<file path="src/hw/i2s_rx_pkg.sv">
// I2S receiver shared definitions
// Register map, bus and sample widths, bit positions and reset values
package i2s_rx_pkg;

	// ----------------------------------------
	// Widths
	// ----------------------------------------
	// One I2S channel slot, also one stored sample
	localparam int SAMPLE_WIDTH   = 16;
	// Word address of the register space
	localparam int WB_ADR_WIDTH   = 10;
	localparam int WB_DAT_WIDTH   = 32;
	// 512-word pre-decimation RAM
	localparam int RAM_ADR_WIDTH  = 9;
	// Level field of the FIFO status word
	localparam int FIFO_LVL_WIDTH = 9;
	// Disconnect, connect, decimation done
	localparam int INTR_WIDTH     = 3;

	// ----------------------------------------
	// Register addresses
	// ----------------------------------------
	localparam logic [WB_ADR_WIDTH-1:0] ADR_I2S_EN    = 10'd0;
	localparam logic [WB_ADR_WIDTH-1:0] ADR_INTR_STS  = 10'd2;
	localparam logic [WB_ADR_WIDTH-1:0] ADR_INTR_EN   = 10'd3;
	localparam logic [WB_ADR_WIDTH-1:0] ADR_FIFO_STS  = 10'd4;
	localparam logic [WB_ADR_WIDTH-1:0] ADR_FIFO_DATA = 10'd5;
	localparam logic [WB_ADR_WIDTH-1:0] ADR_FIFO_RST  = 10'd7;
	localparam logic [WB_ADR_WIDTH-1:0] ADR_FIR_CTRL  = 10'd12;

	// Interrupt bit positions, same in status and enable
	localparam int INTR_DIS_BIT  = 0;
	localparam int INTR_CON_BIT  = 1;
	localparam int INTR_DONE_BIT = 2;

	// FIFO status flags
	localparam int FIFO_EMPTY_BIT = 16;
	localparam int FIFO_FULL_BIT  = 17;

	// Marker for reads of unmapped addresses
	localparam logic [WB_DAT_WIDTH-1:0] DEF_REG_VALUE  = 32'hDADDEFAC;
	localparam logic [INTR_WIDTH-1:0]   INTR_RST_VALUE = '0;

endpackage
</file>
<file path="src/hw/i2s_rx_deserializer.sv">
// I2S slave deserializer
// Oversamples the I2S lines in the bus clock, shifts in left samples
// and flags a stopped bit clock
`timescale 1ns/100ps

module i2s_rx_deserializer #(
	parameter int CLK_STOP_LIMIT = 64
) (
	input  logic                                wbs_clk_i,
	input  logic                                reset_i,
	input  logic                                i2s_sck_i,
	input  logic                                i2s_ws_i,
	input  logic                                i2s_sd_i,
	input  logic                                i2s_en_i,
	output logic [i2s_rx_pkg::SAMPLE_WIDTH-1:0] sample_o,
	output logic                                push_o,
	output logic                                clock_stopped_o
);

	localparam int SW        = i2s_rx_pkg::SAMPLE_WIDTH;
	localparam int CNT_WIDTH = $clog2(CLK_STOP_LIMIT + 1);

	// Two-flop synchronizers, bit 1 is the safe copy
	logic [1:0]           sck_sync_q;
	logic [1:0]           ws_sync_q;
	logic [1:0]           sd_sync_q;
	logic                 sck_last_q;
	logic                 sck_rise;
	// Word select seen at the previous rise
	logic                 ws_last_q;
	logic [SW-1:0]        shift_q;
	logic [SW-1:0]        shift_nxt;
	logic                 left_done;
	logic [SW-1:0]        sample_q;
	logic                 push_q;
	logic [CNT_WIDTH-1:0] idle_cnt_q;

	// ----------------------------------------
	// Synchronizers and edge detect
	// ----------------------------------------
	always_ff @(posedge wbs_clk_i) begin
		if (reset_i) begin
			sck_sync_q <= '0;
			ws_sync_q  <= '0;
			sd_sync_q  <= '0;
			sck_last_q <= 1'b0;
		end else begin
			sck_sync_q <= {sck_sync_q[0], i2s_sck_i};
			ws_sync_q  <= {ws_sync_q[0], i2s_ws_i};
			sd_sync_q  <= {sd_sync_q[0], i2s_sd_i};
			sck_last_q <= sck_sync_q[1];
		end
	end

	// Rise seen one cycle after the synchronizer
	assign sck_rise = sck_sync_q[1] & ~sck_last_q;

	// ----------------------------------------
	// Shift register and word framing
	// ----------------------------------------
	assign shift_nxt = {shift_q[SW-2:0], sd_sync_q[1]};

	// WS change with one-bit delay, new WS high closes the left slot
	assign left_done = sck_rise & (ws_sync_q[1] != ws_last_q) & ws_sync_q[1];

	always_ff @(posedge wbs_clk_i) begin
		if (sck_rise)
			shift_q <= shift_nxt;
		// Right slot words are shifted through and never captured
		if (left_done)
			sample_q <= shift_nxt;
	end

	always_ff @(posedge wbs_clk_i) begin
		if (reset_i) begin
			// Start as if inside a right slot, no bogus first word
			ws_last_q <= 1'b1;
			push_q    <= 1'b0;
		end else begin
			if (sck_rise)
				ws_last_q <= ws_sync_q[1];
			push_q <= left_done & i2s_en_i;
		end
	end

	// ----------------------------------------
	// Bit clock watchdog
	// ----------------------------------------
	// Saturating count of cycles since the last rise
	always_ff @(posedge wbs_clk_i) begin
		if (reset_i)
			idle_cnt_q <= CNT_WIDTH'(CLK_STOP_LIMIT);
		else if (sck_rise)
			idle_cnt_q <= '0;
		else if (idle_cnt_q != CNT_WIDTH'(CLK_STOP_LIMIT))
			idle_cnt_q <= idle_cnt_q + 1'b1;
	end

	assign clock_stopped_o = (idle_cnt_q == CNT_WIDTH'(CLK_STOP_LIMIT));
	assign sample_o        = sample_q;
	assign push_o          = push_q;

endmodule

</file>
<file path="config.mk">
export PLATFORM = sky130hd
export DESIGN_NAME = i2s_rx_deserializer
export DESIGN_NICKNAME = d
export VERILOG_FILES = /design/src/hw/i2s_rx_pkg.sv /design/src/hw/i2s_rx_deserializer.sv
export SDC_FILE = /design/constraint.sdc
export NUM_CORES = 1
export LEC_CHECK = 0
export BUFFER_PORTS_ARGS = -buffer_cell sky130_fd_sc_hd__buf_2
export CAP_MARGIN = 5
export CORE_ASPECT_RATIO = 0.9
export CORE_UTILIZATION = 50
export DETAILED_ROUTE_END_ITERATION = 16
export PLACE_DENSITY_LB_ADDON = 0.08
export RECOVER_POWER = 25
export SLEW_MARGIN = 20
export SYNTH_ARGS = -nofsm -noshare
export SYNTH_HDL_FRONTEND = slang
export SYNTH_SLANG_ARGS = --single-unit
</file>
<file path="constraint.sdc">
create_clock -name wbs_clk_i -period 6.25 [get_ports wbs_clk_i]
set_clock_uncertainty 0.2 [all_clocks]
set_input_delay 0.9375 -clock wbs_clk_i [delete_from_list [all_inputs] [get_ports wbs_clk_i]]
set_output_delay 0.9375 -clock wbs_clk_i [all_outputs]
set_load 0.03 [all_outputs]
</file>
### Word level (Yosys, flattened, before mapping)

Index checks and enable logic that the tools add are counted.

* multiplexer cells: 2
* reduce and logical (&&, ||, !) cells: 2
* bitwise operators: 5
* add/subtract/negate cells: 1
* equal/unequal tests: 3

Operators by type and width (count)
* two-way mux 7 bit: 2
* adder 7 x 1 -> 7 bit, second input constant: 1
* == test 7 bit, second input constant: 1
* inequality test 7 bit, second input constant: 1
* AND 1 bit: 4
* nonzero test 2 bit: 1
* OR reduction 2 bit: 1
* inequality test 1 bit: 1
* inverter 1 bit: 1

* input bits: 6
* word-level logic and storage cells: 23
* register bits: 47
* output and inout port bits: 18

### Longest topological paths before layout

Gate-level depths: netlist (run 1).

* word-level depth: 5
* depth in mapped cells: 5
* gate-level depth less buffers: 5

### Worst setup path before layout (run 1)

Ideal clock, no wire load.

* path kind: register to output
* from: register idle_cnt_q[0]
* to: output clock_stopped_o
* stages on the path, launching flop included: 5
* arrival time: 1.465 ns
* path buffers: 0
* slack: 3.648 ns
* required time: 5.112 ns
* path through: dfxtp_1 inv_1 ha_1 or4b_4 nor3b_4

* longest elaborated chain between the ends: 1

Ends and longest elaborated chain
* start: declaration: line i2s_rx_deserializer.sv:36 `logic [CNT_WIDTH-1:0] idle_cnt_q;`
* start signal: assignment: line i2s_rx_deserializer.sv:92 `idle_cnt_q <= CNT_WIDTH'(CLK_STOP_LIMIT);`
* start signal: assignment: line i2s_rx_deserializer.sv:96 `idle_cnt_q <= idle_cnt_q + 1'b1;`
* == test 7 bit: line i2s_rx_deserializer.sv:99 `assign clock_stopped_o = (idle_cnt_q == CNT_WIDTH'(CLK_STOP_LIMIT));`
* end: declaration: line i2s_rx_deserializer.sv:17 `output logic clock_stopped_o`

No other way between the ends.

### Worst setup path after layout (run 1)

Ends and elaborated chain as after synthesis.

==> results of run 1 <==
## worst min path at each step
stage | startpoint | end | slack [ns] | cells after the start
6_report | shift_q[14] | sample_o[15] | 0.24 | 0
5_1_grt | shift_q[14] | sample_o[15] | 0.25 | 0
4_1_cts | shift_q[14] | sample_o[15] | 0.24 | 0
3_5_place_dp | shift_q[14] | sample_o[15] | 0.21 | 0
3_3_place_gp | sd_sync_q[1] | shift_q[0] | 0.22 | 0
2_1_floorplan | shift_q[14] | sample_o[15] | 0.20 | 0
## report_power, final
group          switching [mW]  leakage [nW]  internal (mW)  total (mW)
Clock                  0.0869        0.0385         0.0845       0.171
Sequential            0.00972         0.413          0.344       0.354
Combinational          0.0343         0.217         0.0311      0.0655
Total                   0.131         0.668          0.459       0.590
## stage by stage
step | instance area, um^2 | hold slack (ns) | std cells
finish | 1817 | 0.2379 | 164
global route | 1817 | 0.2471 | 164
CTS | 1817 | 0.2422 | 164
detailed placement | 1738 | 0.2128 | 156
global placement | 1738 | 0.2155 | 156
floorplan | 1564 | 0.2003 | 93
## cells in the mapped netlist
| cell | n | share of area [%] |
|---|---|---|
| a211oi_1 | 2 | 0.96 |
| nor2_1 | 1 | 0.24 |
| dfxtp_1 | 16 | 20 |
| nor3_1 | 5 | 1.6 |
| edfxtp_1 | 31 | 60 |
| inv_1 | 4 | 0.96 |
| nor2b_1 | 7 | 2.8 |
| nand3b_1 | 1 | 0.48 |
| xnor2_1 | 1 | 0.56 |
| or4b_4 | 1 | 0.88 |
| clkbuf_1 | 1 | 0.24 |
| nor3b_1 | 1 | 0.48 |
| or3_1 | 1 | 0.40 |
| nor4b_1 | 1 | 0.56 |
| nand3_1 | 4 | 1.3 |
| nand2b_1 | 1 | 0.40 |
| and3b_1 | 1 | 0.56 |
| o2bb2ai_1 | 1 | 0.56 |
| o21ai_0 | 1 | 0.32 |
| ha_1 | 2 | 1.6 |
| mux2i_1 | 1 | 0.64 |
| xor2_1 | 2 | 1.1 |
| nor3b_4 | 1 | 1.2 |
| mux2_4 | 1 | 0.96 |
| nand2_1 | 5 | 1.2 |
## cell type report
| class | instances | area [um^2] |
|---|---|---|
| timing repair buffer | 24 | 122.6 |
| fill | 226 | 1044 |
| sequential | 47 | 1251 |
| inverter | 4 | 15.01 |
| clock buffer | 6 | 41.29 |
| clock inverter | 2 | 37.54 |
| multi-input combinational | 41 | 299.0 |
| tap | 40 | 50.05 |
## flip-flops by register name (all words and copies together) (netlist names)
name,count
ws_sync_q,2
shift_q,15
push_o,1
idle_cnt_q,7
sck_sync_q,2
sample_o,16
ws_last_q,1
sd_sync_q,2
sck_last_q,1
## routing by layer
layer | vias up | routed length, um | GRT usage [%] | part of all wire, %
li1 | 397 | - | - | -
met1 | 373 | 966 | 17.87 | 46
met2 | 23 | 991 | 23.08 | 47
met3 | 5 | 123 | 7.674 | 5.8
met4 | 0 | 30 | 5.682 | 1.4
met5 | - | 0 | 0 | 0
## kinds of logic after synthesis
family                   count (synthesis)  share of synthesized area [%]
AND/OR/NAND/NOR                         30                          12.08
XOR/XNOR                                 3                          1.680
buffers and inverters                    5                          1.199
adder cells (fa/ha/maj)                  2                          1.600
multiplexers                             2                          1.600
flip-flops                              47                          80.00
AO/OA/AOI/OAI                            4                          1.840
## worst max-delay path: cells and delay by family, from the launching register on
family	cells	cell delay [ns]
and+or+nand+nor	2	0.82
DFF	1	0.36
buffers and inverters	2	0.36
adders and majority gates	1	0.15
## layout by cell type, fill, tap and decap left out
cell type	n
edfxtp_1	31
buf_2	23
or4b_4	1
clkbuf_4	5
nor2_1	1
xor2_1	2
xnor2_1	1
clkbuf_1	1
mux2i_1	1
buf_4	1
nor3b_4	1
nor3b_2	1
nand3b_1	1
and3b_1	1
bufinv_16	1
nor2b_1	7
nand3_1	4
nor4b_1	1
mux2_4	1
nand2b_1	1
inv_1	4
a211oi_1	2
nand2_1	5
or3_1	1
clkinvlp_4	1
dfxtp_1	16
o2bb2ai_1	1
o21ai_0	1
nor3_1	5
ha_1	2
==> key figures, run 1 <==
Worst setup path
  • Beginning of the worst register-to-register path: idle_cnt_q[0]
  • CP endpoint kind: output pin
  • Critical path start-end classification: register to output pin
  • FF-to-FF setup slack: between 4 and 5 ns
  • Reg2reg path depth: 5
  • Crit start category: register
  • CP max FO: 7
  • CP required: 5.11 ns
  • Worst Path Arrival: approximately 2.0 ns
  • Crit-path slowest cell: or4b_4
  • CP Launch Point: idle_cnt_q[0]
  • Crit path cell chain: inv_1 > ha_1 > or4b_4 > nor3b_4 > buf_2
  • FF-to-FF End: idle_cnt_q[0]
  • Slowest stage delay, CP: roughly 0.47 ns
  • Critical Path Sink: clock_stopped_o

Power and ir drop
  • Total power: ~0.59 mW
  • Peak supply drop: roughly 0.18 mV
  • P_leak: 0.6678 nW
  • PwrDens: roughly 320 mW/mm^2

Die
  • Die Area: ~0.0034 mm^2
  • Initial Util: 54.68%
  • Die H: around 55 um
  • IO Count: 24
  • Core box area: around 0.0029 mm^2
  • Die X: around 61 um
  • Site row count: 18

Route
  • Antenna-violating nets left: 0
  • Vias per Instance: 4.866
  • Detailed Route Iter0 Violations: 44
  • Pre-antenna DRT Iters: 4
  • DRT Wirelength: ~2.1 mm
  • DR vias: roughly 800
  • Drt wl/cell: 12.87 um
  • Post-route DRC: 0

Layout
  • Fin util: a little under two thirds
  • Number of inserted diodes: 0
  • Layout cells sized above 1: approximately 28%
  • Nets: approximately 130
  • Area grow syn2layout: 16.16%

Timing
  • Post-route minimum period: between 3 and 4 ns
  • Final setup violating endpoints: 0
  • Final hold violation count: 0
  • Fin. max-slew vios: 0
  • Setup TNS: 0 ns
  • Fin crit share: about half
  • RSZ-0062 raised after global routing: no
  • Slew @ Worst Pin: just under 0.7 ns
  • Slew headroom: between 50% and 60%
  • Fmax: 0.3160 GHz
  • Worst Setup Slack, final: 3.086 ns

Clock network
  • H-tree level count: 2
  • Clk slew on worst S/H paths: 0.12 ns
  • CTS Buf Count: 5
  • Clk buf depth: 2
  • Post-CTS setup buffer count: 0
  • Cts repair resizes: 0
  • Clock Sinks: 47
  • Cts hold-fix bufs: 0
  • CTS tree: yes
  • Worst-Skew Late Latency: approximately 0.34 ns
  • Clock root buffer: clkbuf_4

Placement
  • Setup WS pre-CTS: between 3 and 4 ns
  • Port Buffers: 23
  • Hpwl dp: roughly 1.4 mm
  • Placer Congestion: between 0.7 and 0.8

Global route
  • Vias in the first global route: between 700 and 800
  • First-pass GRT wire length: 3.312 mm
  • Largest net degree at the start of global routing: 19
  • Grt total ovfl: 0
  • GRT Total Usage: 14.91%
  • Antenna violations before repair: 0

Yosys
  • Post-Syn Nets: 101
  • Synth Warn #: 0
  • Mean Syn Cell Area: approximately 17 um^2
  • Register bit count reported by yosys: 47
  • Seq/Total Area, Yosys: approximately 80%
  • Cells after Synth: just over 90
  • Netlist Area Pre-Place: about 0.0016 mm^2
  • Yosys cell types: 25

Worst hold path
  • Min-Delay Path Class: register to register

Flow run
  • Max-Cap Viols: 0

Run status
  • Outcome: finished, final reports clean
No activity file was read; power rests on OpenSTA's default activity.
==> inputs of run 2 (changes only) <==
- clock period: 6.25 -> 3.25 ns (I/O delays scaled with it)
==> run 2 against run 1 <==
Against the previous run: hold slack lost 0.092 ns; global-route usage grew 0.25 points; cell count stayed put; utilization about the same; wire length is 0.66% lower; die area unchanged; largest power group unchanged; critical path type unchanged; setup slack got worse by 2.6 ns; register-to-register slack worse by 3.0 ns; combinational power grew 91%; design area about the same; first-iteration DRC count fell by 61%.
==> key figures, run 2 (synthesis gave the netlist of run 1 again) <==
Clock network
  • Cts hold-fix bufs: 0 (unchanged)
  • Clock Sinks: 47 (unchanged)
  • Cts repair resizes: 0 (unchanged)
  • Worst-Skew Late Latency: 0.35 ns (was 0.34 ns)
  • Clk buf depth: 2 (unchanged)
  • Clk slew on worst S/H paths: 0.13 ns (was 0.12 ns)
  • H-tree level count: 2 (unchanged)
  • Post-CTS setup buffer count: 0 (unchanged)
  • CTS tree: yes (unchanged)
  • Clock root buffer: clkbuf_4 (unchanged)
  • CTS Buf Count: 5 (unchanged)

Global route
  • GRT Total Usage: 15.16% (was 14.91%)
  • Antenna violations before repair: 0 (unchanged)
  • Largest net degree at the start of global routing: 19 (unchanged)
  • Vias in the first global route: 748 (was 743)
  • First-pass GRT wire length: 3.332 mm (was 3.312 mm)
  • Grt total ovfl: 0 (unchanged)

Worst setup path
  • Crit path cell chain: inv_1 > ha_1 > or4b_4 > nor3b_4 > buf_2 (unchanged)
  • Top delay family on crit path: simple AND/OR/NAND/NOR gates (unchanged)
  • Worst Path Arrival: 2.03 ns (about the same)
  • Slowest stage delay, CP: 0.47 ns (about the same)
  • Crit start category: register (unchanged)
  • Buf/Inv on CP: 2 (unchanged)
  • Critical path start-end classification: register to output pin (unchanged)
  • CP required: 2.56 ns (was 5.11 ns)
  • Crit-path slowest cell: or4b_4 (unchanged)
  • CP endpoint kind: output pin (unchanged)
  • CP max FO: 7 (unchanged)

Timing
  • Slew @ Worst Pin: 0.6880 ns (was 0.6780 ns)
  • RSZ-0062 raised after global routing: no (unchanged)
  • Fmax: roughly 0.37 GHz
  • Fin. max-slew vios: 0 (unchanged)
  • Fin crit share: a little over four fifths
  • Final hold violation count: 0 (unchanged)
  • Final setup violating endpoints: 0 (unchanged)
  • Post-route minimum period: about 2.7 ns
  • Slew headroom: 54.08% (was 54.75%)
  • Worst Setup Slack, final: 0.5330 ns (was 3.086 ns)
  • Worst hold slack: 0.1456 ns (was 0.2379 ns)
  • Setup TNS: 0 ns (unchanged)

Die
  • Initial Util: 54.68% (unchanged)
  • Die H: 55.06 um (unchanged)
  • Die Area: 0.003356 mm^2 (unchanged)
  • Core box area: 0.002860 mm^2 (unchanged)
  • IO Count: 24 (unchanged)
  • Site row count: 18 (unchanged)
  • Die X: 60.96 um (unchanged)

Route
  • Vias per Instance: 4.982 (was 4.866)
  • DR vias: 817 (was 798)
  • Detailed Route Iter0 Violations: 17 (was 44)
  • Drt wl/cell: 12.79 um (was 12.87 um)
  • Post-route DRC: 0 (unchanged)
  • DRT Wirelength: 2.097 mm (was 2.111 mm)
  • Antenna-violating nets left: 0 (unchanged)
  • Pre-antenna DRT Iters: 4 (unchanged)

Layout
  • Nets: 131 (unchanged)
  • Number of inserted diodes: 0 (unchanged)
  • Commonest non-fill, non-tap cell in the layout: edfxtp_1 (unchanged)
  • Most frequent cells in the layout: edfxtp_1 (31), buf_2 (22), dfxtp_1 (16), nor2b_1 (7) (was edfxtp_1 (31), buf_2 (23), dfxtp_1 (16), nor2b_1 (7))
  • Flip-flop count of the largest register after layout: 16 (unchanged)
  • Area grow syn2layout: 16.08% (was 16.16%)
  • Fin util: 63.47% (was 63.52%)
  • Layout cells sized above 1: 27.42% (was 28.23%)

Power and ir drop
  • Total power: 1.137 mW (was 0.5903 mW)
  • Peak supply drop: 0.3460 mV (was 0.1797 mV)
  • PwrDens: 626.1 mW/mm^2 (was 324.9 mW/mm^2)
  • P_leak: 0.6651 nW (was 0.6678 nW)

Run status
  • Outcome: finished, final reports clean (unchanged)

Worst hold path
  • Min-Delay Path Class: input pin to register (was register to register)

Placement
  • Port Buffers: 23 (unchanged)
  • Hpwl dp: 1.373 mm (was 1.395 mm)
  • Setup WS pre-CTS: 0.9196 ns (was 3.478 ns)
  • Placer Congestion: 0.6990 (was 0.7075)

Flow run
  • Max-Cap Viols: 0 (unchanged)
run 2: cell count changes in the layout (fill, tap and decap cells not counted), sizes merged:
cell,previous run,this run
buf,24,23
clkbuf,6,7
run 2: layout make-up:
cell class,count,area (um^2)
Sequential cell,47,1251
Fill cell,232,1045
Multi-Input combinational cell,41,299.0
Timing Repair Buffer,24,121.4
Tap cell,40,50.05
Clock buffer,6,41.29
Clock inverter,2,37.54
Inverter,4,15.01
run 2: final timing paths:
kind              cells after the start  slack, ns           from              end
setup / recovery                      5       0.53  idle_cnt_q[0]  clock_stopped_o
hold / removal                        2       0.15       i2s_ws_i     ws_sync_q[0]
setup reg to reg                      5       1.21  idle_cnt_q[0]    idle_cnt_q[0]
hold reg to reg                       1       0.25  sck_sync_q[0]    sck_sync_q[1]
run 2: per-layer routing:
layer	track usage, %	part of all wire [%]	up-vias
li1	-	-	399
met1	18.77	47	393
met2	21.98	47	21
met3	4.651	4.1	4
met4	12.50	1.6	0
met5	0	0	-
run 2: through the flow:
| stage | cells | cell area [um^2] |
|---|---|---|
| finish | 164 | 1815 |
| global route | 164 | 1815 |
| floorplan | 93 | 1564 |
| detailed placement | 156 | 1738 |
| global placement | 156 | 1738 |
| CTS | 164 | 1817 |
run 2: power breakdown:
group / internal [mW] / leakage, nW / switching [mW]
sequential: 0.661 / 0.413 / 0.0183
combinational: 0.0597 / 0.214 / 0.0654
clock: 0.162 / 0.0385 / 0.170
total: 0.883 / 0.665 / 0.253
