--- src/hw/i2s_rx_pkg.sv ---
// I2S receiver shared definitions
// Register map, bus and sample widths, bit positions and reset values
package i2s_rx_pkg;

	// ----------------------------------------
	// Widths
	// ----------------------------------------
	// One I2S channel slot, also one stored sample
	localparam int SAMPLE_WIDTH   = 16;
	// Word address of the register space
	localparam int WB_ADR_WIDTH   = 10;
	localparam int WB_DAT_WIDTH   = 32;
	// 512-word pre-decimation RAM
	localparam int RAM_ADR_WIDTH  = 9;
	// Level field of the FIFO status word
	localparam int FIFO_LVL_WIDTH = 9;
	// Disconnect, connect, decimation done
	localparam int INTR_WIDTH     = 3;

	// ----------------------------------------
	// Register addresses
	// ----------------------------------------
	localparam logic [WB_ADR_WIDTH-1:0] ADR_I2S_EN    = 10'd0;
	localparam logic [WB_ADR_WIDTH-1:0] ADR_INTR_STS  = 10'd2;
	localparam logic [WB_ADR_WIDTH-1:0] ADR_INTR_EN   = 10'd3;
	localparam logic [WB_ADR_WIDTH-1:0] ADR_FIFO_STS  = 10'd4;
	localparam logic [WB_ADR_WIDTH-1:0] ADR_FIFO_DATA = 10'd5;
	localparam logic [WB_ADR_WIDTH-1:0] ADR_FIFO_RST  = 10'd7;
	localparam logic [WB_ADR_WIDTH-1:0] ADR_FIR_CTRL  = 10'd12;

	// Interrupt bit positions, same in status and enable
	localparam int INTR_DIS_BIT  = 0;
	localparam int INTR_CON_BIT  = 1;
	localparam int INTR_DONE_BIT = 2;

	// FIFO status flags
	localparam int FIFO_EMPTY_BIT = 16;
	localparam int FIFO_FULL_BIT  = 17;

	// Marker for reads of unmapped addresses
	localparam logic [WB_DAT_WIDTH-1:0] DEF_REG_VALUE  = 32'hDADDEFAC;
	localparam logic [INTR_WIDTH-1:0]   INTR_RST_VALUE = '0;

endpackage
--- src/hw/i2s_rx_registers.sv ---
// I2S receiver register block
// Wishbone decode, control bits, sticky interrupt status and FIFO pop
`timescale 1ns/100ps

module i2s_rx_registers (
	input  logic                                  wbs_clk_i,
	input  logic                                  reset_i,
	input  logic                                  wbs_cyc_i,
	input  logic                                  wbs_stb_i,
	input  logic                                  wbs_we_i,
	input  logic [i2s_rx_pkg::WB_ADR_WIDTH-1:0]   wbs_adr_i,
	input  logic [i2s_rx_pkg::WB_DAT_WIDTH-1:0]   wbs_dat_i,
	input  logic                                  clock_stopped_i,
	input  logic                                  fir_deci_done_i,
	input  logic [i2s_rx_pkg::SAMPLE_WIDTH-1:0]   fifo_data_i,
	input  logic [i2s_rx_pkg::FIFO_LVL_WIDTH-1:0] fifo_level_i,
	input  logic                                  fifo_empty_i,
	input  logic                                  fifo_full_i,
	output logic [i2s_rx_pkg::WB_DAT_WIDTH-1:0]   wbs_dat_o,
	output logic                                  wbs_ack_o,
	output logic                                  i2s_en_o,
	output logic                                  fir_ena_o,
	output logic                                  fifo_pop_o,
	output logic                                  fifo_flush_o,
	output logic                                  dis_intr_o,
	output logic                                  con_intr_o,
	output logic                                  rx_intr_o
);

	localparam int DW = i2s_rx_pkg::WB_DAT_WIDTH;
	localparam int SW = i2s_rx_pkg::SAMPLE_WIDTH;
	localparam int LW = i2s_rx_pkg::FIFO_LVL_WIDTH;
	localparam int IW = i2s_rx_pkg::INTR_WIDTH;

	logic          access;
	logic          rd_access;
	logic          wr_access;
	logic          ack_q;
	logic [DW-1:0] rd_mux;
	logic [DW-1:0] rd_data_q;
	logic          i2s_en_q;
	logic          fir_ena_q;
	logic [IW-1:0] intr_sts_q;
	logic [IW-1:0] intr_en_q;
	logic [IW-1:0] intr_set;
	logic [IW-1:0] intr_clr;
	logic          stop_last_q;

	// ----------------------------------------
	// Bus access
	// ----------------------------------------
	// New access only while no ack is pending
	assign access    = wbs_cyc_i & wbs_stb_i & ~ack_q;
	assign rd_access = access & ~wbs_we_i;
	assign wr_access = access & wbs_we_i;

	// Pop in the access cycle, head word is latched alongside
	assign fifo_pop_o   = rd_access & (wbs_adr_i == i2s_rx_pkg::ADR_FIFO_DATA) & ~fifo_empty_i;
	assign fifo_flush_o = wr_access & (wbs_adr_i == i2s_rx_pkg::ADR_FIFO_RST) & wbs_dat_i[0];

	// Read data select
	always_comb begin
		rd_mux = '0;
		case (wbs_adr_i)
			i2s_rx_pkg::ADR_I2S_EN:   rd_mux[0] = i2s_en_q;
			i2s_rx_pkg::ADR_INTR_STS: rd_mux[IW-1:0] = intr_sts_q;
			i2s_rx_pkg::ADR_INTR_EN:  rd_mux[IW-1:0] = intr_en_q;
			i2s_rx_pkg::ADR_FIFO_STS: begin
				rd_mux[LW-1:0]                     = fifo_level_i;
				rd_mux[i2s_rx_pkg::FIFO_EMPTY_BIT] = fifo_empty_i;
				rd_mux[i2s_rx_pkg::FIFO_FULL_BIT]  = fifo_full_i;
			end
			// Empty FIFO reads as zero
			i2s_rx_pkg::ADR_FIFO_DATA: begin
				if (!fifo_empty_i)
					rd_mux[SW-1:0] = fifo_data_i;
			end
			// Flush register is write-only
			i2s_rx_pkg::ADR_FIFO_RST: rd_mux = '0;
			i2s_rx_pkg::ADR_FIR_CTRL: rd_mux[0] = fir_ena_q;
			default:                  rd_mux = i2s_rx_pkg::DEF_REG_VALUE;
		endcase
	end

	always_ff @(posedge wbs_clk_i) begin
		if (rd_access)
			rd_data_q <= rd_mux;
	end

	// ----------------------------------------
	// Interrupt sources
	// ----------------------------------------
	always_comb begin
		intr_set = '0;
		intr_set[i2s_rx_pkg::INTR_DIS_BIT]  = clock_stopped_i & ~stop_last_q;
		intr_set[i2s_rx_pkg::INTR_CON_BIT]  = ~clock_stopped_i & stop_last_q;
		intr_set[i2s_rx_pkg::INTR_DONE_BIT] = fir_deci_done_i;
	end

	// Write 1 to clear
	assign intr_clr = (wr_access && wbs_adr_i == i2s_rx_pkg::ADR_INTR_STS) ?
		wbs_dat_i[IW-1:0] : '0;

	// ----------------------------------------
	// Control state
	// ----------------------------------------
	always_ff @(posedge wbs_clk_i) begin
		if (reset_i) begin
			ack_q       <= 1'b0;
			i2s_en_q    <= 1'b0;
			fir_ena_q   <= 1'b0;
			intr_en_q   <= i2s_rx_pkg::INTR_RST_VALUE;
			intr_sts_q  <= i2s_rx_pkg::INTR_RST_VALUE;
			// Stop flag comes out of reset high, no edge there
			stop_last_q <= 1'b1;
		end else begin
			ack_q       <= access;
			stop_last_q <= clock_stopped_i;
			// New event wins over a clear in the same cycle
			intr_sts_q  <= (intr_sts_q & ~intr_clr) | intr_set;
			if (wr_access) begin
				case (wbs_adr_i)
					i2s_rx_pkg::ADR_I2S_EN:   i2s_en_q  <= wbs_dat_i[0];
					i2s_rx_pkg::ADR_INTR_EN:  intr_en_q <= wbs_dat_i[IW-1:0];
					i2s_rx_pkg::ADR_FIR_CTRL: fir_ena_q <= wbs_dat_i[0];
					default: ;
				endcase
			end
		end
	end

	assign wbs_dat_o = rd_data_q;
	assign wbs_ack_o = ack_q;
	assign i2s_en_o  = i2s_en_q;
	assign fir_ena_o = fir_ena_q;

	// Masked interrupt lines
	assign dis_intr_o = intr_sts_q[i2s_rx_pkg::INTR_DIS_BIT] & intr_en_q[i2s_rx_pkg::INTR_DIS_BIT];
	assign con_intr_o = intr_sts_q[i2s_rx_pkg::INTR_CON_BIT] & intr_en_q[i2s_rx_pkg::INTR_CON_BIT];
	assign rx_intr_o  = intr_sts_q[i2s_rx_pkg::INTR_DONE_BIT] &
		intr_en_q[i2s_rx_pkg::INTR_DONE_BIT];

endmodule

--- config.mk ---
export PLATFORM = sky130hd
export DESIGN_NAME = i2s_rx_registers
export DESIGN_NICKNAME = d
export VERILOG_FILES = /design/src/hw/i2s_rx_pkg.sv /design/src/hw/i2s_rx_registers.sv
export SDC_FILE = /design/constraint.sdc
export NUM_CORES = 1
export LEC_CHECK = 0
export BUFFER_PORTS_ARGS = -buffer_cell sky130_fd_sc_hd__buf_2
export CAP_MARGIN = 10
export CORE_MARGIN = 10
export CORE_UTILIZATION = 44
export CTS_CLUSTER_DIAMETER = 40
export CTS_CLUSTER_SIZE = 16
export DETAILED_ROUTE_END_ITERATION = 10
export GPL_TIMING_DRIVEN = 0
export PLACE_DENSITY_LB_ADDON = 0.08
export SYNTH_ARGS = -nofsm -noshare
export SYNTH_HDL_FRONTEND = slang
export SYNTH_SLANG_ARGS = --single-unit
--- constraint.sdc ---
create_clock -name wbs_clk_i -period 2.6 [get_ports wbs_clk_i]
set_input_delay 0.52 -clock wbs_clk_i [delete_from_list [all_inputs] [get_ports wbs_clk_i]]
set_output_delay 0.52 -clock wbs_clk_i [all_outputs]
set_load 0.05 [all_outputs]
# [After elaboration in Yosys (flattened, before gate mapping)]
# Index checks and enable logic that the tools add are counted.
[classes] bitwise_logic=21 eq_ne=6 reduce_logical=10 n_mux=8
[ops] operator="$eq 10x3->1 const B" n=3
[ops] operator="$eq 10x2->1 const B" n=2
[ops] operator="$pmux 6 s3" n=1
[ops] operator="$mux 16" n=1
[ops] operator="$mux 14" n=1
[ops] operator="$pmux 7 s2" n=1
[ops] operator="$and 1x1->1" n=13
[ops] operator="$reduce_or 6->1" n=2
[ops] operator="$eq 10x4->1 const B" n=1
[ops] operator="$logic_not 10->1" n=1
[ops] operator="$pmux 2 s5" n=1
[ops] operator="$reduce_or 7->1" n=1
[ops] operator="$pmux 1 s6" n=1
[ops] operator="$reduce_and 2->1" n=3
[ops] operator="$not 1->1" n=5
[ops] operator="$reduce_or 5->1" n=1
[ops] operator="$pmux 2 s2" n=1
[ops] operator="$and 3x3->3" n=1
[ops] operator="$mux 3" n=1
[ops] operator="$not 3->3" n=1
[ops] operator="$or 3x3->3" n=1
[ops] operator="$reduce_or 3->1" n=1
[ops] operator="$logic_and 1x1->1" n=1
[word_totals] in_bits=76 regBits=42

# [Depth between registers and ports, before layout]
# Gate-level depths: netlist of run 1.
[logic_depth] word_depth=8 mapped_depth=5

# [Least setup slack after synthesis of run 1]
# Ideal clock, no wire load.
[synth_path] path_kind="input to output" from="in wbs_adr_i[5] in the netlist's numbering" to="out fifo_pop_o" arrival_ns=2.700 required_time_ns=2.080 slack_ns=-0.620 cell_stages=3 path_cell_list="nor4_1 > nand2_1 > nor4_1"
[synth_via] elab_chain_cells=3
[synth_rtl] item="start, declared" line="i2s_rx_registers.sv:11" rtl="input logic [i2s_rx_pkg::WB_ADR_WIDTH-1:0] wbs_adr_i,"
[synth_rtl] item="$eq 10x3->1" line="i2s_rx_registers.sv:58" rtl="assign fifo_pop_o = rd_access & (wbs_adr_i == i2s_rx_pkg::ADR_FIFO_DATA) & ~fifo_empty_i;"
[synth_rtl] item="$and 1x1->1 (2 in a row)" line="i2s_rx_registers.sv:58"
[synth_rtl] item="end, declared" line="i2s_rx_registers.sv:23" rtl="output logic fifo_pop_o,"
# Every way passes these cells.

# [Final worst setup path of run 1]
# Ends and elaborated chain as after synthesis.

==> results by group, run 1 <==
Status
  • Status: complete, no violations

Drt
  • Drt total wl: between 4000 and 5000 um
  • Vias post-DR: approximately 1,500
  • Drt pass-1 iters: 4
  • Vias per cell: just under 5
  • Post-route ant nets: 0
  • Initial DRC count: 96
  • DRC: 0
  • Routed len/inst: about 15 um

GRT
  • Total global routing track utilization: 0.136
  • Initial antenna violation count: 0
  • Number of global-route vias before repair: between 1,000 and 1,500
  • Largest net degree at the start of global routing: 20
  • First-pass GRT wire length: approximately 7100 um
  • Grt ovf: 0

Hold path
  • Hold crit path type: in -> reg
  • Hold Crit Start: wbs_dat_i[2]

Setup path
  • CP Data Arrival Time: approximately 1900 ps
  • CP Capture Type: primary output
  • CP max FO: 8
  • WS Path Type: in -> out
  • Slowest CP cell: nor4_2
  • Worst path required time: 2080 ps
  • Slowest stage delay, CP: between 400 and 500 ps
  • Crit-path cells: buf_2, nor4_2, nand2_2, nor4_2, buf_2
  • Worst Setup SP: wbs_adr_i[5]
  • Critical R2R Launch: wbs_ack_o
  • CP Launch Type: input port

Timing
  • Final Max Tran Viols: 0
  • RSZ-0062 raised after global routing: false
  • Final setup viols: 0
  • Worst hold slack: 436 ps
  • Slew @ Worst Pin: 960 ps
  • Final worst slack: ~230 ps
  • Tcrit/Tclk final: 0.911
  • Final clock skew: 6.21 ps
  • Slew margin rel.: 0.359
  • Max frequency: 0.422 GHz
  • Fin crit period: 2370 ps
  • Final hold viol count: 0

Layout
  • Fill cell count: ~360
  • Most frequent cells in the layout: buf_2 (87), nand3_1 (20), edfxtp_1 (19)
  • FF+latch area: 771 um2
  • Area occupied by multi-input gates: 753 um2
  • Layout area overhead: 35.3%
  • Commonest non-fill, non-tap cell in the layout: buf_2
  • Design area: approximately 0.0022 mm2
  • Post-layout nets: approximately 330
  • # diodes: 0
  • Fraction of layout cells with a size suffix above 1: 0.494

Floorplan
  • Die span in y: just over 80 um
  • Initial core utilization: 0.453
  • Core Region: ~0.0036 mm2
  • Die width: a little over 80 um
  • Die area: approximately 0.0066 mm2
  • IO Pins: about 120
  • # rows: 22

CTS
  • H-tree depth: 2
  • Clock Latency Late Sink: between 200 and 300 ps
  • Cts bufs inserted: 5
  • Post-CTS setup buffers: 0
  • Root Driver: clkbuf_8
  • Clock Path Buffers: 2
  • Clock Sinks: 29
  • CTS tree: done
  • Clock slew at reported path FFs: approximately 60 ps

Synth
  • Register area share after synthesis: 0.468
  • Mapped cell area: between 0.0015 and 0.002 mm2
  • Synthesized area per cell: 10.4 um2
  • Synthesized instance count: approximately 160
  • Syn. warnings: 0
  • #FFs+latches synth: 29
  • Synth unique cells: 35

Placed design
  • Pre-CTS setup slack: between 15 and 20 ps
  • GPL Wtd Cong: around 0.75
  • Detailed placer's ending HPWL: 3610 um
  • Placed Instance Area: ~0.0021 mm2
  • Number of port buffers: 82

Pwr
  • P_leak: 0.952 nW
  • Peak VDD IR: approximately 270 uV
  • Power per cell area: around 470 mW/mm2

Run
  • Max-cap violation count: 0
[logic make-up (layout without fill, tap and decap cells)]
family	after synthesis	count (layout)	synth area share
flip-flops	29	29	0.468
other	1	4	0.00228
buffers and inverters	26	115	0.0950
multiplexers	9	9	0.0578
AO/OA/AOI/OAI	17	17	0.0798
AND/OR/NAND/NOR	77	77	0.297
[cells in the mapped netlist]
library cell | number | area (um2)
a31oi_1 | 2 | 12.5
nor3_2 | 1 | 10.0
and4b_1 | 1 | 10.0
nor4bb_1 | 2 | 20.0
nor3_1 | 3 | 15.0
or4_4 | 1 | 11.3
conb_1 | 1 | 3.75
or2_2 | 2 | 12.5
nand4_1 | 4 | 25.0
edfxtp_1 | 19 | 571
nor2_1 | 9 | 33.8
or4b_2 | 1 | 10.0
buf_4 | 14 | 105
a32oi_1 | 9 | 78.8
nand3_1 | 20 | 100
inv_1 | 3 | 11.3
nor4_4 | 2 | 42.5
nand3b_1 | 1 | 7.51
mux2_2 | 4 | 45.0
and3b_1 | 1 | 8.76
clkbuf_1 | 4 | 15.0
nand2b_1 | 8 | 50.1
o21bai_1 | 2 | 15.0
nand4b_1 | 1 | 8.76
dfxtp_1 | 10 | 200
nand2_1 | 6 | 22.5
and2_1 | 3 | 18.8
nand4bb_1 | 1 | 11.3
a21oi_1 | 2 | 10.0
nor2b_1 | 6 | 37.5
nor4b_2 | 1 | 15.0
a211oi_1 | 2 | 15.0
buf_2 | 5 | 25.0
nor4_1 | 3 | 18.8
mux2i_1 | 5 | 50.1
[critical path: cells and delay by family]
family	cells	cell delay (ps)
buf+inv	2	410
simple gates	3	920
[stage by stage]
| step | util | total power [W] | instances | setup TNS [ps] |
|---|---|---|---|---|
| 3_5_place_dp | 0.590 | 0.000719 | 292 | 0 |
| 5_1_grt | 0.613 | 0.00110 | 299 | 0 |
| 2_1_floorplan | - | 0.000653 | 162 | -67.9 |
| 4_1_cts | 0.611 | 0.00105 | 299 | 0 |
| 3_3_place_gp | 0.589 | 0.000718 | 292 | 0 |
| 6_report | 0.613 | 0.00105 | 299 | 0 |
[flip-flops by register name, indices dropped and copies added (netlist names)]
register	flops
wbs_dat_o	19
intr_sts_q	3
wbs_ack_o	1
i2s_en_o	1
fir_ena_o	1
stop_last_q	1
intr_en_q	3
[report_power, final]
group,internal (W),switching (W),leakage [nW]
combinational,0.0000699,0.000132,0.651
sequential,0.000503,0.00000560,0.262
clock,0.000180,0.000156,0.0387
total,0.000752,0.000294,0.952
[path summary, 6_finish.rpt]
check,to,slack (ps),cells past startpoint
worst min register to register,intr_en_q[0],490,2
worst min-delay path,intr_sts_q[2],440,2
worst max-delay path,fifo_pop_o,230,5
worst max register to register,wbs_dat_o[4],960,2
[timing repair]
item	4_1_cts	5_1_grt
setup endpoints to repair	0	2
resized for setup	0	3
hold buffers	0	0
[layout make-up]
type	instances	area share
sequential	29	0.346
multi-input combinational	107	0.338
timing repair buffer	82	0.184
buffer	23	0.0657
clock buffer	6	0.0326
tap	48	0.0270
inverter	3	0.00505
clock inverter	1	0.00168
[per-layer routing]
metal	routed length [um]	global-route usage
met1	1810	0.165
met2	2190	0.216
met3	419	0.0574
met4	43	0.0363
met5	0	0
Note: power is estimated with default switching activity, not from simulation.
==> run 2: changes to the inputs <==
--- a/config.mk
+++ b/config.mk
@@ -8,12 +8,12 @@
 export BUFFER_PORTS_ARGS = -buffer_cell sky130_fd_sc_hd__buf_2
 export CAP_MARGIN = 10
 export CORE_MARGIN = 10
-export CORE_UTILIZATION = 44
+export CORE_UTILIZATION = 37
 export CTS_CLUSTER_DIAMETER = 40
 export CTS_CLUSTER_SIZE = 16
 export DETAILED_ROUTE_END_ITERATION = 10
 export GPL_TIMING_DRIVEN = 0
-export PLACE_DENSITY_LB_ADDON = 0.08
+export PLACE_DENSITY = 0.76
 export SYNTH_ARGS = -nofsm -noshare
 export SYNTH_HDL_FRONTEND = slang
 export SYNTH_SLANG_ARGS = --single-unit
==> constraint.sdc (replaced) <==
create_clock -name wbs_clk_i -period 2.1 [get_ports wbs_clk_i]
set_input_delay 0.42 -clock wbs_clk_i [delete_from_list [all_inputs] [get_ports wbs_clk_i]]
set_output_delay 0.42 -clock wbs_clk_i [all_outputs]
set_load 0.05 [all_outputs]
==> results by group, run 2 (same netlist as run 1, synthesis figures left out) <==
Status
  • Status: complete, no violations

Setup path
  • WS Path Type: in -> out
  • CP max FO: 8 (unchanged)
  • Worst path required time: 1680 ps (-400 ps)
  • CP Launch Type: input port
  • CP Data Arrival Time: 1600 ps (-250 ps)
  • CP Capture Type: primary output

Layout
  • Max reg flops: 19 (unchanged)
  • Fin util: 0.530 (-0.0838)
  • Fraction of layout cells with a size suffix above 1: 0.504 (+0.00994)
  • Layout area overhead: 39.1%
  • # diodes: 0 (unchanged)
  • Commonest non-fill, non-tap cell in the layout: buf_2
  • Post-layout nets: 327 (unchanged)
  • Most frequent cells in the layout: buf_2 (85), nand3_1 (20), edfxtp_1 (19)
  • Fill cell count: 409 (+15%)

Floorplan
  • IO Pins: 116 (unchanged)
  • Initial core utilization: 0.381 (-0.0724)
  • # rows: 24 (+9.1%)
  • Die area: 0.00752 mm2 (+14%)
  • Die span in y: 86.7 um (+6.8%)
  • Die width: 86.7 um (+6.8%)
  • Core Region: 0.00432 mm2 (+19%)

Placed design
  • Detailed placer's ending HPWL: 3940 um (+9.2%)
  • Number of port buffers: 82 (unchanged)
  • GPL Wtd Cong: 0.760 (+1.2%)

Timing
  • Slew margin rel.: 0.380 (+0.0209)
  • Final clock skew: 5.76 ps (-0.453 ps)
  • Max frequency: around 0.50 GHz
  • Final setup viols: 0 (unchanged)
  • Final hold viol count: 0 (unchanged)
  • Tcrit/Tclk final: 0.960
  • Worst hold slack: 335 ps (-100 ps)
  • Fin crit period: ~2000 ps
  • Final Max Tran Viols: 0 (unchanged)
  • RSZ-0062 raised after global routing: false
  • Slew @ Worst Pin: 930 ps (-29.9 ps)

Pwr
  • Power per cell area: 581 mW/mm2 (+24%)
  • P_leak: 0.990 nW (+4.0%)
  • Total power: 0.00133 W (+27%)
  • Peak VDD IR: 293 uV (+7.8%)

GRT
  • Number of global-route vias before repair: 1,573 (+7.0%)
  • Total global routing track utilization: 0.126 (-0.00932)
  • Grt ovf: 0 (unchanged)
  • Largest net degree at the start of global routing: 20 (unchanged)
  • Initial antenna violation count: 0 (unchanged)
  • First-pass GRT wire length: 7530 um (+6.4%)

CTS
  • H-tree depth: 2 (unchanged)
  • Clock Sinks: 29 (unchanged)
  • Hold_buf cts: 0 (unchanged)
  • Clock slew at reported path FFs: 60 ps (about the same)
  • Clock Path Buffers: 2 (unchanged)
  • Root Driver: clkbuf_8
  • Cts bufs inserted: 5 (unchanged)
  • CTS tree: done
  • Clock Latency Late Sink: 280 ps (about the same)

Drt
  • Vias post-DR: 1,531 (+3.0%)
  • Post-route ant nets: 0 (unchanged)
  • Vias per cell: 5.04 (+1.3%)
  • DRC: 0 (unchanged)
  • Drt total wl: 4960 um (+11%)
  • Drt pass-1 iters: 4 (unchanged)
  • Initial DRC count: 79 (-18%)
  • Routed len/inst: 16.3 um (+9.1%)

Run
  • Max-cap violation count: 0 (unchanged)

Hold path
  • Hold crit path type: in -> reg
-- run 2: cell count changes in the layout (fill, tap and decap cells not counted), sizes merged --
cell    previous run  this run
clkinv             1         2
-- run 2: report_power, final --
group	switching, W	internal [W]	total [W]
combinational	0.000172	0.0000891	0.000261
sequential	0.00000740	0.000622	0.000630
clock	0.000211	0.000229	0.000440
total	0.000390	0.000940	0.00133
-- run 2: what timing repair did --
item                                    4_1_cts  5_1_grt
pin swaps                                     0        1
buffers inserted                              0        0
endpoints found under the setup margin        2        2
resized for setup                             8        3
-- run 2: worst max-delay path, stage by stage --
cell,delay (ps)
buf_2,120
nor4_4,340
nand2_2,220
nor4_4,300
buf_6,190
-- run 2: path summary, 6_finish.rpt --
path | start | end | slack [ps] | cells after the start
setup / recovery | wbs_adr_i[5] | fifo_pop_o | 80 | 5
hold / removal | wbs_dat_i[2] | intr_sts_q[2] | 340 | 2
setup reg to reg | wbs_ack_o | wbs_dat_o[30] | 390 | 2
hold reg to reg | intr_en_q[2] | intr_en_q[2] | 480 | 2
-- run 2: final cells by class --
type                       instances  area (um2)  area share
multi-input combinational        107         792       0.346
sequential                        29         771       0.337
timing repair buffer              82         419       0.183
buffer                            23         149      0.0650
clock buffer                       6        72.6      0.0317
tap                               52        65.1      0.0284
inverter                           3        11.3     0.00492
clock inverter                     2        10.0     0.00437
-- run 2: layer usage --
| layer | GRT usage | vias up | part of all wire |
|---|---|---|---|
| met1 | 0.122 | 699 | 0.37 |
| met5 | 0 | - | 0 |
| li1 | - | 762 | - |
| met3 | 0.0525 | 14 | 0.079 |
| met2 | 0.224 | 56 | 0.52 |
| met4 | 0.0648 | 0 | 0.029 |
-- run 2: per-stage QoR --
| stage | cells | TNS, ps | cell area [um2] | setup WS [ps] |
|---|---|---|---|---|
| 2_1_floorplan | 162 | -112 | 1680 | -112 |
| 3_3_place_gp | 296 | -3910 | 2160 | -390 |
| 3_5_place_dp | 296 | -780 | 2160 | -420 |
| 4_1_cts | 304 | 0 | 2280 | 6.75 |
| 5_1_grt | 304 | 0 | 2290 | 2.06 |
| 6_report | 304 | 0 | 2290 | 83.5 |
